[src/source/rsz_pkg.sv]
package rsz_pkg;

    localparam int SUM_W  = 20;                   // Block sum width, 4096 pixels at 255
    localparam int ADDR_W = 10;                   // Output index width, up to 1024 pixels

    typedef logic [7:0] pixel_t;                  // One grey pixel

    // Incoming pixel beat, sof flags the first pixel of a frame
    typedef struct packed {
        pixel_t color;                            // Grey value
        logic   sof;                              // Start of frame
    } pix_in_t;

    // Finished block, raw sum plus its output index
    typedef struct packed {
        logic [ADDR_W-1:0] addr;                  // Row times OUT_W plus column
        logic [SUM_W-1:0]  sum;                   // Sum of all block pixels
    } blk_sum_t;

    // One SRAM write
    typedef struct packed {
        logic [ADDR_W-1:0] addr;                  // SRAM word address
        pixel_t            data;                  // Averaged pixel
    } wr_req_t;

endpackage

[src/source/avg_divider.sv]
module avg_divider #(
    parameter int BLK_W = 40,                     // Block width
    parameter int BLK_H = 30                      // Block height
) (
    input  logic               clk,
    input  logic               rst_n,
    input  logic               head_valid,
    input  rsz_pkg::blk_sum_t  head,
    output logic               pop,               // Head taken this cycle
    output logic               res_valid,         // Held until take
    output rsz_pkg::wr_req_t   res,
    input  logic               take
);

    localparam int SW  = rsz_pkg::SUM_W;
    localparam int PXW = $bits(rsz_pkg::pixel_t);
    localparam int DIV = BLK_W * BLK_H;           // Pixels per block
    localparam int NW  = $clog2(SW + 1);

    logic          busy;
    logic [NW-1:0] step;                          // Counts 0..SW, SW is the finish cycle
    logic [SW-1:0] rem;                           // Partial remainder
    logic [SW-1:0] quo;                           // Dividend shifts out, quotient shifts in
    logic [SW:0]   shifted;
    logic [SW:0]   diff;

    assign pop = head_valid && !busy && !res_valid;   // Only from idle

    always_comb begin
        shifted = {rem, quo[SW-1]};               // Bring down next dividend bit
        diff    = shifted - (SW + 1)'(DIV);       // MSB set means it did not fit
    end

    always_ff @(posedge clk or negedge rst_n) begin
        if (!rst_n) begin
            busy      <= 1'b0;
            step      <= '0;
            res_valid <= 1'b0;
        end else if (pop) begin
            busy <= 1'b1;
            step <= '0;
        end else if (busy) begin
            step <= step + 1'b1;
            if (step == NW'(SW)) begin            // Quotient complete last edge
                busy      <= 1'b0;
                res_valid <= 1'b1;
            end
        end else if (take) begin
            res_valid <= 1'b0;
        end
    end

    always_ff @(posedge clk) begin
        if (pop) begin
            rem      <= '0;
            quo      <= head.sum;
            res.addr <= head.addr;                // Address rides along
        end else if (busy) begin
            if (step != NW'(SW)) begin
                if (diff[SW]) begin               // Restore, quotient bit 0
                    rem <= shifted[SW-1:0];
                    quo <= {quo[SW-2:0], 1'b0};
                end else begin
                    rem <= diff[SW-1:0];
                    quo <= {quo[SW-2:0], 1'b1};
                end
            end else begin
                res.data <= quo[PXW-1:0];         // Average is at most 255
            end
        end
    end

endmodule

[src/source/block_accumulator.sv]
module block_accumulator #(
    parameter int SRC_W = 1280,                   // Source frame width
    parameter int SRC_H = 960,                    // Source frame height
    parameter int BLK_W = 40,                     // Block width
    parameter int BLK_H = 30                      // Block height
) (
    input  logic               clk,
    input  logic               rst_n,
    input  logic               pix_valid,         // No back-pressure
    input  rsz_pkg::pix_in_t   pix,
    output logic               blk_valid,         // One-cycle push
    output rsz_pkg::blk_sum_t  blk
);

    localparam int OUT_W = SRC_W / BLK_W;         // Blocks per line
    localparam int OUT_H = SRC_H / BLK_H;         // Block rows per frame
    localparam int SW    = rsz_pkg::SUM_W;
    localparam int AW    = rsz_pkg::ADDR_W;
    localparam int ICW   = (BLK_W > 1) ? $clog2(BLK_W) : 1;
    localparam int IRW   = (BLK_H > 1) ? $clog2(BLK_H) : 1;
    localparam int BCW   = (OUT_W > 1) ? $clog2(OUT_W) : 1;
    localparam int BRW   = (OUT_H > 1) ? $clog2(OUT_H) : 1;

    logic [ICW-1:0] in_col;                       // Column inside the block
    logic [IRW-1:0] in_row;                       // Line inside the block row
    logic [BCW-1:0] blk_col;                      // Block column
    logic [BRW-1:0] blk_row;                      // Block row
    logic           running;                      // Set by sof, cleared at frame end

    logic [SW-1:0]  psum [OUT_W];                 // One running sum per block column

    logic [ICW-1:0] cur_ic;                       // Position of the pixel on the bus
    logic [IRW-1:0] cur_ir;
    logic [BCW-1:0] cur_bc;
    logic [BRW-1:0] cur_br;
    logic           accept;
    logic           ic_wrap;
    logic           bc_wrap;
    logic           ir_wrap;
    logic           br_wrap;
    logic           first_px;
    logic           last_px;
    logic [SW-1:0]  new_sum;
    logic [AW-1:0]  cur_addr;

    always_comb begin
        // A sof pixel sits at 0,0 whatever the counters say
        cur_ic   = pix.sof ? '0 : in_col;
        cur_ir   = pix.sof ? '0 : in_row;
        cur_bc   = pix.sof ? '0 : blk_col;
        cur_br   = pix.sof ? '0 : blk_row;
        accept   = pix_valid && (running || pix.sof);    // Drop pixels before first sof
        ic_wrap  = cur_ic == ICW'(BLK_W - 1);
        bc_wrap  = cur_bc == BCW'(OUT_W - 1);
        ir_wrap  = cur_ir == IRW'(BLK_H - 1);
        br_wrap  = cur_br == BRW'(OUT_H - 1);
        first_px = (cur_ic == '0) && (cur_ir == '0);     // Block opens here
        last_px  = ic_wrap && ir_wrap;                   // Block closes here
        new_sum  = (first_px ? '0 : psum[cur_bc]) + SW'(pix.color);
        cur_addr = AW'(cur_br) * AW'(OUT_W) + AW'(cur_bc);
    end

    always_ff @(posedge clk or negedge rst_n) begin
        if (!rst_n) begin
            in_col  <= '0;
            in_row  <= '0;
            blk_col <= '0;
            blk_row <= '0;
            running <= 1'b0;
        end else if (accept) begin
            in_col  <= cur_ic + 1'b1;              // Default is one step right
            in_row  <= cur_ir;
            blk_col <= cur_bc;
            blk_row <= cur_br;
            running <= !(last_px && bc_wrap && br_wrap);  // Idle after the last pixel
            if (ic_wrap) begin
                in_col  <= '0;
                blk_col <= cur_bc + 1'b1;
                if (bc_wrap) begin                 // End of a source line
                    blk_col <= '0;
                    in_row  <= cur_ir + 1'b1;
                    if (ir_wrap) begin             // End of a block row
                        in_row  <= '0;
                        blk_row <= br_wrap ? '0 : cur_br + 1'b1;
                    end
                end
            end
        end
    end

    always_ff @(posedge clk or negedge rst_n) begin
        if (!rst_n) begin
            blk_valid <= 1'b0;
        end else begin
            blk_valid <= accept && last_px;        // Pulse after the closing pixel
        end
    end

    // Partial sums and the result word
    always_ff @(posedge clk) begin
        if (accept) begin
            psum[cur_bc] <= new_sum;
            if (last_px) begin
                blk.sum  <= new_sum;
                blk.addr <= cur_addr;
            end
        end
    end

endmodule

[src/source/image_resizer.sv]
module image_resizer #(
    parameter int SRC_W      = 1280,              // Source frame width
    parameter int SRC_H      = 960,               // Source frame height
    parameter int BLK_W      = 40,                // 1280 / 32
    parameter int BLK_H      = 30,                // 960 / 32
    parameter int FIFO_DEPTH = 4                  // Block sums waiting for the divider
) (
    input  logic               clk,
    input  logic               rst_n,
    input  logic               pix_valid,
    input  rsz_pkg::pix_in_t   pix,
    output logic               sram_req,
    output rsz_pkg::wr_req_t   sram_wr,
    input  logic               sram_ack,
    output logic               overrun            // Block sum was lost
);

    logic               blk_valid;
    rsz_pkg::blk_sum_t  blk;
    logic               head_valid;
    rsz_pkg::blk_sum_t  head;
    logic               pop;
    logic               res_valid;
    rsz_pkg::wr_req_t   res;
    logic               take;

    block_accumulator #(
        .SRC_W (SRC_W),
        .SRC_H (SRC_H),
        .BLK_W (BLK_W),
        .BLK_H (BLK_H)
    ) block_accumulator_inst (
        .clk       (clk),
        .rst_n     (rst_n),
        .pix_valid (pix_valid),
        .pix       (pix),
        .blk_valid (blk_valid),
        .blk       (blk)
    );

    sum_fifo #(
        .FIFO_DEPTH (FIFO_DEPTH)
    ) sum_fifo_inst (
        .clk        (clk),
        .rst_n      (rst_n),
        .push       (blk_valid),
        .din        (blk),
        .head_valid (head_valid),
        .head       (head),
        .pop        (pop),
        .overrun    (overrun)
    );

    avg_divider #(
        .BLK_W (BLK_W),
        .BLK_H (BLK_H)
    ) avg_divider_inst (
        .clk        (clk),
        .rst_n      (rst_n),
        .head_valid (head_valid),
        .head       (head),
        .pop        (pop),
        .res_valid  (res_valid),
        .res        (res),
        .take       (take)
    );

    sram_writer sram_writer_inst (
        .clk       (clk),
        .rst_n     (rst_n),
        .res_valid (res_valid),
        .res       (res),
        .take      (take),
        .sram_req  (sram_req),
        .sram_wr   (sram_wr),
        .sram_ack  (sram_ack)
    );

endmodule

[src/source/sram_writer.sv]
module sram_writer (
    input  logic               clk,
    input  logic               rst_n,
    input  logic               res_valid,
    input  rsz_pkg::wr_req_t   res,
    output logic               take,              // Result accepted this cycle
    output logic               sram_req,
    output rsz_pkg::wr_req_t   sram_wr,           // Stable while req is high
    input  logic               sram_ack
);

    typedef enum logic [1:0] {
        ST_IDLE,                                  // Free, ack already low
        ST_REQ,                                   // req high, wait for ack
        ST_REL                                    // req dropped, wait for ack low
    } state_t;

    state_t state;

    assign take     = (state == ST_IDLE) && res_valid && !sram_ack;
    assign sram_req = state == ST_REQ;            // Straight from the state flops

    always_ff @(posedge clk or negedge rst_n) begin
        if (!rst_n) begin
            state <= ST_IDLE;
        end else begin
            case (state)
                ST_IDLE: if (take)      state <= ST_REQ;
                ST_REQ:  if (sram_ack)  state <= ST_REL;
                ST_REL:  if (!sram_ack) state <= ST_IDLE;   // Write complete
                default:                state <= ST_IDLE;
            endcase
        end
    end

    always_ff @(posedge clk) begin
        if (take) sram_wr <= res;                 // Latch write for the whole cycle
    end

endmodule

[src/source/sum_fifo.sv]
module sum_fifo #(
    parameter int FIFO_DEPTH = 4                  // Waiting block sums
) (
    input  logic               clk,
    input  logic               rst_n,
    input  logic               push,              // From the accumulator, no ready
    input  rsz_pkg::blk_sum_t  din,
    output logic               head_valid,
    output rsz_pkg::blk_sum_t  head,
    input  logic               pop,               // Removes head this edge
    output logic               overrun            // Sticky until reset
);

    localparam int PW = (FIFO_DEPTH > 1) ? $clog2(FIFO_DEPTH) : 1;
    localparam int CW = $clog2(FIFO_DEPTH + 1);

    rsz_pkg::blk_sum_t mem [FIFO_DEPTH];
    logic [PW-1:0]     wr_ptr;
    logic [PW-1:0]     rd_ptr;
    logic [CW-1:0]     count;
    logic              full;
    logic              do_push;
    logic              do_pop;

    // Wrap that also works for depths that are not a power of two
    function automatic logic [PW-1:0] next_ptr(input logic [PW-1:0] p);
        return (p == PW'(FIFO_DEPTH - 1)) ? '0 : p + 1'b1;
    endfunction

    assign full       = count == CW'(FIFO_DEPTH);
    assign head_valid = count != '0;
    assign head       = mem[rd_ptr];              // Read straight from the array
    assign do_push    = push && !full;            // Push while full is lost
    assign do_pop     = pop && head_valid;

    always_ff @(posedge clk or negedge rst_n) begin
        if (!rst_n) begin
            wr_ptr  <= '0;
            rd_ptr  <= '0;
            count   <= '0;
            overrun <= 1'b0;
        end else begin
            if (do_push) wr_ptr <= next_ptr(wr_ptr);
            if (do_pop)  rd_ptr <= next_ptr(rd_ptr);
            case ({do_push, do_pop})
                2'b10:   count <= count + 1'b1;
                2'b01:   count <= count - 1'b1;
                default: count <= count;          // Both or neither
            endcase
            if (push && full) overrun <= 1'b1;
        end
    end

    always_ff @(posedge clk) begin
        if (do_push) mem[wr_ptr] <= din;
    end

endmodule
[config.mk]
export PLATFORM = sky130hd
export DESIGN_NAME = image_resizer
export DESIGN_NICKNAME = d
export VERILOG_FILES = /design/src/source/rsz_pkg.sv /design/src/source/avg_divider.sv /design/src/source/block_accumulator.sv /design/src/source/image_resizer.sv /design/src/source/sram_writer.sv /design/src/source/sum_fifo.sv
export SDC_FILE = /design/constraint.sdc
export NUM_CORES = 1
export LEC_CHECK = 0
export ABC_AREA = 0
export BUFFER_PORTS_ARGS = -buffer_cell sky130_fd_sc_hd__buf_2
export CELL_PAD_IN_SITES_DETAIL_PLACEMENT = 1
export CELL_PAD_IN_SITES_GLOBAL_PLACEMENT = 1
export CORE_MARGIN = 1.5
export CORE_UTILIZATION = 50
export CTS_BUF_LIST = sky130_fd_sc_hd__clkbuf_16
export DETAILED_ROUTE_END_ITERATION = 6
export GPL_ROUTABILITY_DRIVEN = 0
export PLACE_DENSITY = 0.78
export SYNTH_ARGS = -nofsm -noshare
export SYNTH_HDL_FRONTEND = slang
export SYNTH_SLANG_ARGS = --single-unit
[constraint.sdc]
create_clock -name clk -period 7.7 [get_ports clk]
set_clock_uncertainty 0.2 [all_clocks]
set_input_delay 1.155 -clock clk [delete_from_list [all_inputs] [get_ports clk]]
set_output_delay 1.155 -clock clk [all_outputs]
set_load 0.05 [all_outputs]
==> out/metrics.cfg, run 1 <==
[outcome]
run_status = finished, final reports clean

[routing]
wl_per_cell_um = 30.88
met3_length_um = 9069
drc = 0
routed-via-count = 21749
top_layer_used = met4
wl_um = 104300
drtIter0Drc = 2541
vias_per_cell = 6.437
first_pass_iters = 5
drt-met1-wl_um = 39090
met2_length_um = 51270
ant_nets = 0

[cts]
htreeDepth = 3
clockBufferDepth = 3
clk_latency_ns = 0.66
postCtsSetupBuffers = 0
cts_tree = yes
numCtsBuffers = 89
root_buffer = clkbuf_16
clk_pin_slew_ns = 0.06
hold_buffers = 0
cts-resized-gates = 0
cts.sinks = 906

[global_routing]
grt_pass1_vias = 23197
grtUsageTotal_pct = 28.31
grt_max_degree = 134
grt_pass1_wl_um = 154500
antenna_found_initial = 1
grt_remaining_overflow = 0

[power_and_ir_drop]
power.density_nw_per_um2 = 263.5
power_leakage_nw = 13.17
ir_drop_mv = 0.1936
p_total_mw = 10.74

[sta]
hold_viol_final = 0
fin_crit_ns = 6.850
rsz0062_at_grt = no
relSlewSlack_pct = 4.839
setup_tns_ns = 0
period_share_pct = 88.97
tightest_slew_ns = 1.416
max_freq_ghz = 0.1460
drv_slew = 0
setup_viol = 0

[setup_path]
cpPeakStageDelay_ns = 0.78
cp_cell_sequence = nand2b_1 -> buf_4 -> o21ai_0 -> a21oi_1 -> o22ai_1 -> nand3_1 -> o311ai_0 -> a21oi_1 -> ha_1 -> inv_1 -> fa_1 -> nor2b_1 -> o21ai_0 -> a21boi_0 -> o21ai_0 -> a21o_1 -> a211oi_4 -> nand3_1 -> xor2_4
required_ns = 7.81
critPathMaxFanout = 33
crit_path_start_kind = flop
endpoint_kind = flop
slowest_stage = xor2_4
path_common_cell = o21ai_0
crit_type = flop to flop
arrival_ns = 6.96

[synthesis]
ys_types = 90
synth_fp_nets = 2325
yosys_warnings = 0
ys_seq_area_share_pct = 73.94
synth-edff-count = 846
synth_area_leader_cell = edfxtp_1
ys_ff_latch = 906
synth_top_area_share_pct = 70.07
syn_inst = 2281
synthArstFlopShare_pct = 4.415
syn_area_per_cell_um2 = 15.89
synth_area_leaders = edfxtp_1 70%, mux2i_1 3.3%, mux4_2 3.1%, nand2_1 2.8%, dfrtp_1 2.8%
ys.flop_type = edfxtp_1
syn-cell-area_um2 = 36250

[place]
place_area_um2 = 37880
hpwlAfterDp_um = 62340
numPortBuffers = 32

[floorplanning]
start_util_pct = 50.63
dieArea_um2 = 74130
die_x_um = 272.3
core-area_um2 = 71610
num_io_pins = 33
die_h_um = 272.3
rows = 98

[final_layout]
layout_commonest_cell = edfxtp_1
diodes = 0
fillers = 6529
syn2layout_area_growth_pct = 12.46
final_cell_mix = 846 x edfxtp_1, 274 x nand2_1, 121 x mux2i_1, 89 x clkbuf_16, 78 x buf_4
drive_gt1_share_pct = 15.85
nets = 2398
final_area_um2 = 40770

[flow_run]
cap_violations = 0

[hold_path]
hold_class = flop to flop

==> final timing paths <==
kind / slack (ns) / cells after the start / to / startpoint
min: 0.22 / 0 / sram_writer_inst.sram_wr[16] / avg_divider_inst.res[16]
max in group asynchronous: 6.07 / 1 / block_accumulator_inst.blk_col[0] / rst_n
min in group asynchronous: 0.49 / 1 / avg_divider_inst.res_valid / rst_n
max: 0.85 / 19 / block_accumulator_inst.psum[22][16] / block_accumulator_inst.blk_col[1]
max reg2reg: 0.85 / 19 / block_accumulator_inst.psum[22][16] / block_accumulator_inst.blk_col[1]
min reg2reg: 0.22 / 0 / sram_writer_inst.sram_wr[16] / avg_divider_inst.res[16]
==> stage by stage <==
| stage | hold WS (ns) | std cells | util [%] | worst slack [ns] |
|---|---|---|---|---|
| floorplan | 0.2003 | 2281 | - | 1.448 |
| global placement | 0.2034 | 3213 | 52.90 | 1.011 |
| detailed placement | 0.2074 | 3213 | 52.90 | 0.5404 |
| CTS | 0.2216 | 3379 | 56.85 | 0.7601 |
| global route | 0.2350 | 3379 | 56.93 | 0.6647 |
| finish | 0.2201 | 3379 | 56.93 | 0.8495 |
==> routing by layer <==
metal	GRT usage [%]	vias up
li1	-	9012
met1	36.07	11207
met2	46.73	1189
met3	5.889	341
met4	13.13	0
met5	0	-
==> synthesized netlist by cell type, types with 5 or more instances <==
master / number
or2_2: 5
a211o_1: 6
edfxtp_1: 846
a22oi_1: 6
nor3_1: 20
and3_1: 9
nor2b_1: 51
buf_6: 12
ha_1: 29
a221oi_1: 20
dfrtp_1: 40
mux2i_1: 121
nand4_1: 9
o21a_1: 7
buf_2: 36
a22o_1: 8
nor2_1: 77
a21o_1: 7
mux2_2: 18
o221ai_1: 24
a21oi_1: 72
mux4_2: 50
a31oi_1: 40
xor2_1: 16
o21ai_0: 77
xnor2_1: 23
a2111oi_0: 5
nand3_1: 40
buf_1: 10
inv_1: 37
a211oi_1: 40
clkbuf_1: 50
dfxtp_1: 20
o22ai_1: 40
a221o_1: 5
nand2_1: 274
o22a_1: 5
nand2b_1: 6
nor4_1: 9
nand3b_1: 5
buf_4: 18
==> state kept, by name, summed over array words and instances (netlist names) <==
| name | flops |
|---|---|
| avg_divider_inst.busy | 1 |
| avg_divider_inst.quo | 20 |
| avg_divider_inst.rem | 20 |
| avg_divider_inst.res | 18 |
| avg_divider_inst.res_valid | 1 |
| avg_divider_inst.step | 5 |
| block_accumulator_inst.blk | 30 |
| block_accumulator_inst.blk_col | 5 |
| block_accumulator_inst.blk_row | 5 |
| block_accumulator_inst.blk_valid | 1 |
| block_accumulator_inst.in_col | 6 |
| block_accumulator_inst.in_row | 5 |
| block_accumulator_inst.psum | 640 |
| block_accumulator_inst.running | 1 |
| sram_writer_inst.sram_wr | 18 |
| sram_writer_inst.state | 2 |
| sum_fifo_inst.count | 3 |
| sum_fifo_inst.mem | 120 |
| sum_fifo_inst.overrun | 1 |
| sum_fifo_inst.rd_ptr | 2 |
| sum_fifo_inst.wr_ptr | 2 |
==> where the power goes <==
group          leakage (nW)  switching (mW)  total, mW  internal [mW]
Sequential             8.29          0.0206       5.72           5.70
Combinational          3.42           0.601      0.761          0.160
Clock                  1.47            1.90       4.26           2.36
Total                  13.2            2.52       10.7           8.22
==> critical path, delay by kind of cell (launching register included) <==
kind | cells | cell delay (ns)
simple gates | 4 | 1.02
fa+ha+maj | 2 | 0.71
compound gates | 10 | 2.64
buf+inv | 2 | 0.41
flops | 1 | 0.71
xor+xnor | 1 | 0.78
==> cell type report <==
| type | count | area (um2) | share of cell area, % |
|---|---|---|---|
| flip-flops and latches | 906 | 26810 | 65.77 |
| multi-input cells | 1206 | 8986 | 22.04 |
| clock buffers | 89 | 2227 | 5.463 |
| repair buffers | 113 | 805.8 | 1.976 |
| well taps | 950 | 1189 | 2.916 |
| inverters | 38 | 145.1 | 0.3560 |
| clock inverters | 77 | 603.1 | 1.479 |
==> cell families (layout without fill, tap and decap cells) <==
kind of cell,after synthesis,count (layout),share of synthesized area [%]
buf+inv,169,317,2.423
mux,189,189,7.006
fa+ha+maj,31,31,1.111
xor+xnor,39,39,0.9422
compound gates,412,412,7.721
flops,906,906,73.94
simple gates,535,535,6.858
Power figures use the tool's default switching activity.
==> run 2, diff against run 1 <==
==> constraint.sdc (replaced) <==
create_clock -name clk -period 7.5 [get_ports clk]
set_clock_uncertainty 0.2 [all_clocks]
set_input_delay 1.125 -clock clk [delete_from_list [all_inputs] [get_ports clk]]
set_output_delay 1.125 -clock clk [all_outputs]
set_load 0.05 [all_outputs]
==> out/metrics.cfg, run 2 (synthesis gave the netlist of run 1 again) <==
[outcome]
run_status = finished, final reports clean  ; unchanged

[routing]
ant_nets = 0  ; unchanged
routed-via-count = 21864  ; was 21749
wl_um = 104600  ; was 104300 um
drtIter0Drc = 2908  ; was 2541
wl_per_cell_um = 30.91  ; was 30.88 um
drc = 0  ; unchanged
first_pass_iters = 5  ; unchanged
vias_per_cell = 6.461  ; was 6.437

[setup_path]
reg2reg_slack_ns = 0.88  ; was 0.85 ns
endpoint_kind = flop  ; unchanged
r2r-end = block_accumulator_inst.psum[18][14]  ; was block_accumulator_inst.psum[22][16]
critPathMaxFanout = 33  ; unchanged
crit_path_start_kind = primary input  ; was flop
r2r_start = block_accumulator_inst.blk_col[0]  ; was block_accumulator_inst.blk_col[1]
arrival_ns = 6.77  ; was 6.96 ns
crit_type = primary input to flop  ; was flop to flop
required_ns = 7.63  ; was 7.81 ns
ff2ff_path_depth = 16  ; was 19

[sta]
relSlewSlack_pct = 23.89  ; was 4.839%
max_freq_ghz = 0.1505
finalWorstSetupSlack_ns = 0.8559  ; was 0.8495 ns
tightest_slew_ns = 1.139  ; was 1.416 ns
period_share_pct = 88.59
drv_slew = 0  ; unchanged
rsz0062_at_grt = no  ; unchanged
hold_viol_final = 0  ; unchanged
setup_tns_ns = 0  ; unchanged
fin_crit_ns = 6.644
setup_viol = 0  ; unchanged

[flow_run]
cap_violations = 0  ; unchanged

[cts]
cts.sinks = 906  ; unchanged
cts_tree = yes  ; unchanged
clk_pin_slew_ns = 0.06  ; about the same
htreeDepth = 3  ; unchanged
root_buffer = clkbuf_16  ; unchanged
clk_latency_ns = 0.67  ; was 0.66 ns
clockBufferDepth = 3  ; unchanged
numCtsBuffers = 90  ; was 89
hold_buffers = 0  ; unchanged
cts-resized-gates = 0  ; unchanged
postCtsSetupBuffers = 0  ; unchanged

[final_layout]
largest_register_ffs = 640  ; unchanged
final_core_utilization_pct = 57.19  ; was 56.93%
largest_register = block_accumulator_inst.psum  ; unchanged
reg_top3 = block_accumulator_inst.psum (640), sum_fifo_inst.mem (120), block_accumulator_inst.blk (30)  ; unchanged
drive_gt1_share_pct = 16.45  ; was 15.85%
nets = 2400  ; was 2398
final_area_um2 = 40950  ; was 40770 um2
fillers = 6516  ; was 6529
layout_commonest_cell = edfxtp_1  ; unchanged
final_cell_mix = 846 x edfxtp_1, 274 x nand2_1, 121 x mux2i_1, 91 x clkbuf_16  ; was 846 x edfxtp_1, 274 x nand2_1, 121 x mux2i_1, 89 x clkbuf_16, 78 x buf_4
syn2layout_area_growth_pct = 12.97  ; was 12.46%

[global_routing]
grt_pass1_wl_um = 154900  ; was 154500 um
grt_remaining_overflow = 0  ; unchanged
grt_max_degree = 88  ; was 134
grt_pass1_vias = 23074  ; was 23197
grtUsageTotal_pct = 28.47  ; was 28.31%
antenna_found_initial = 3  ; was 1

[floorplanning]
num_io_pins = 33  ; unchanged
rows = 98  ; unchanged
core-area_um2 = 71610  ; unchanged
dieArea_um2 = 74130  ; unchanged
die_h_um = 272.3  ; unchanged
start_util_pct = 50.63  ; unchanged
die_x_um = 272.3  ; unchanged

[place]
numPortBuffers = 32  ; unchanged
place_ws_ns = 0.1197  ; was 0.5404 ns
place_area_um2 = 37920  ; was 37880 um2
hpwlAfterDp_um = 62580  ; was 62340 um

[hold_path]
hold_class = flop to flop  ; unchanged
hold_end = sram_writer_inst.sram_wr[17]  ; was sram_writer_inst.sram_wr[16]
min_from = avg_divider_inst.res[17]  ; was avg_divider_inst.res[16]
hold-path-cell-count = 0  ; unchanged

[power_and_ir_drop]
power.density_nw_per_um2 = 273.7  ; was 263.5 nW/um2
ir_drop_mv = 0.2393  ; was 0.1936 mV
power_leakage_nw = 13.26  ; was 13.17 nW

run 2: worst max-delay path by stage:
| stage | start | endpoint | slack (ns) | cells past startpoint |
|---|---|---|---|---|
| 6_report | pix[0] | block_accumulator_inst.psum[18][14] | 0.86 | 17 |
| 5_1_grt | block_accumulator_inst.blk_col[0] | block_accumulator_inst.psum[20][14] | 0.58 | 16 |
| 4_1_cts | block_accumulator_inst.blk_col[0] | block_accumulator_inst.psum[22][14] | 0.58 | 16 |
| 3_5_place_dp | pix[0] | block_accumulator_inst.psum[4][14] | 0.12 | 17 |
| 3_3_place_gp | pix[0] | block_accumulator_inst.psum[20][14] | 0.52 | 18 |
| 2_1_floorplan | pix[0] | block_accumulator_inst.blk[14] | 1.28 | 23 |
run 2: stage by stage:
stage / hold WS [ns] / total power [mW] / cells
after floorplan: 0.2003 / 6.347 / 2281
after global placement: 0.2082 / 6.665 / 3214
after detailed placement: 0.2083 / 6.719 / 3214
after CTS: 0.2229 / 11.21 / 3382
after global routing: 0.2347 / 11.43 / 3382
final: 0.2212 / 11.21 / 3384
run 2: final cells by class:
| cell class | count | area (um2) | area share, % |
|---|---|---|---|
| diodes | 2 | 5.005 | 0.01222 |
| clock buffers | 91 | 2277 | 5.560 |
| clock inverters | 77 | 699.4 | 1.708 |
| inverters | 38 | 145.1 | 0.3544 |
| multi-input cells | 1206 | 8987 | 21.94 |
| flip-flops and latches | 906 | 26810 | 65.47 |
| well taps | 950 | 1189 | 2.902 |
| repair buffers | 114 | 838.3 | 2.047 |
run 2: worst max-delay path, cell delays in order:
cell	delay, ns
buf_2	0.27
nor2b_4	0.58
buf_4	0.46
nand2_1	0.11
a31oi_1	0.21
o22ai_1	0.15
nor4_1	0.51
nand2_1	0.19
fa_1	0.47
nor2b_1	0.14
o21ai_0	0.11
a21boi_0	0.40
o21ai_0	0.19
a21o_1	0.26
a211oi_4	0.49
nand3b_1	0.27
xnor2_4	0.78
run 2: where the power goes:
group	total [mW]	switching [mW]	internal, mW
Combinational	0.772	0.614	0.158
Clock	4.56	1.99	2.57
Sequential	5.87	0.0191	5.85
run 2: metal layers:
layer	track usage (%)	part of all wire, %	vias to the layer above
met5	0	0.011	-
met4	12.89	4.7	2
met3	5.104	8.8	330
met2	46.23	48	1303
met1	37.67	38	11209
li1	-	-	9020
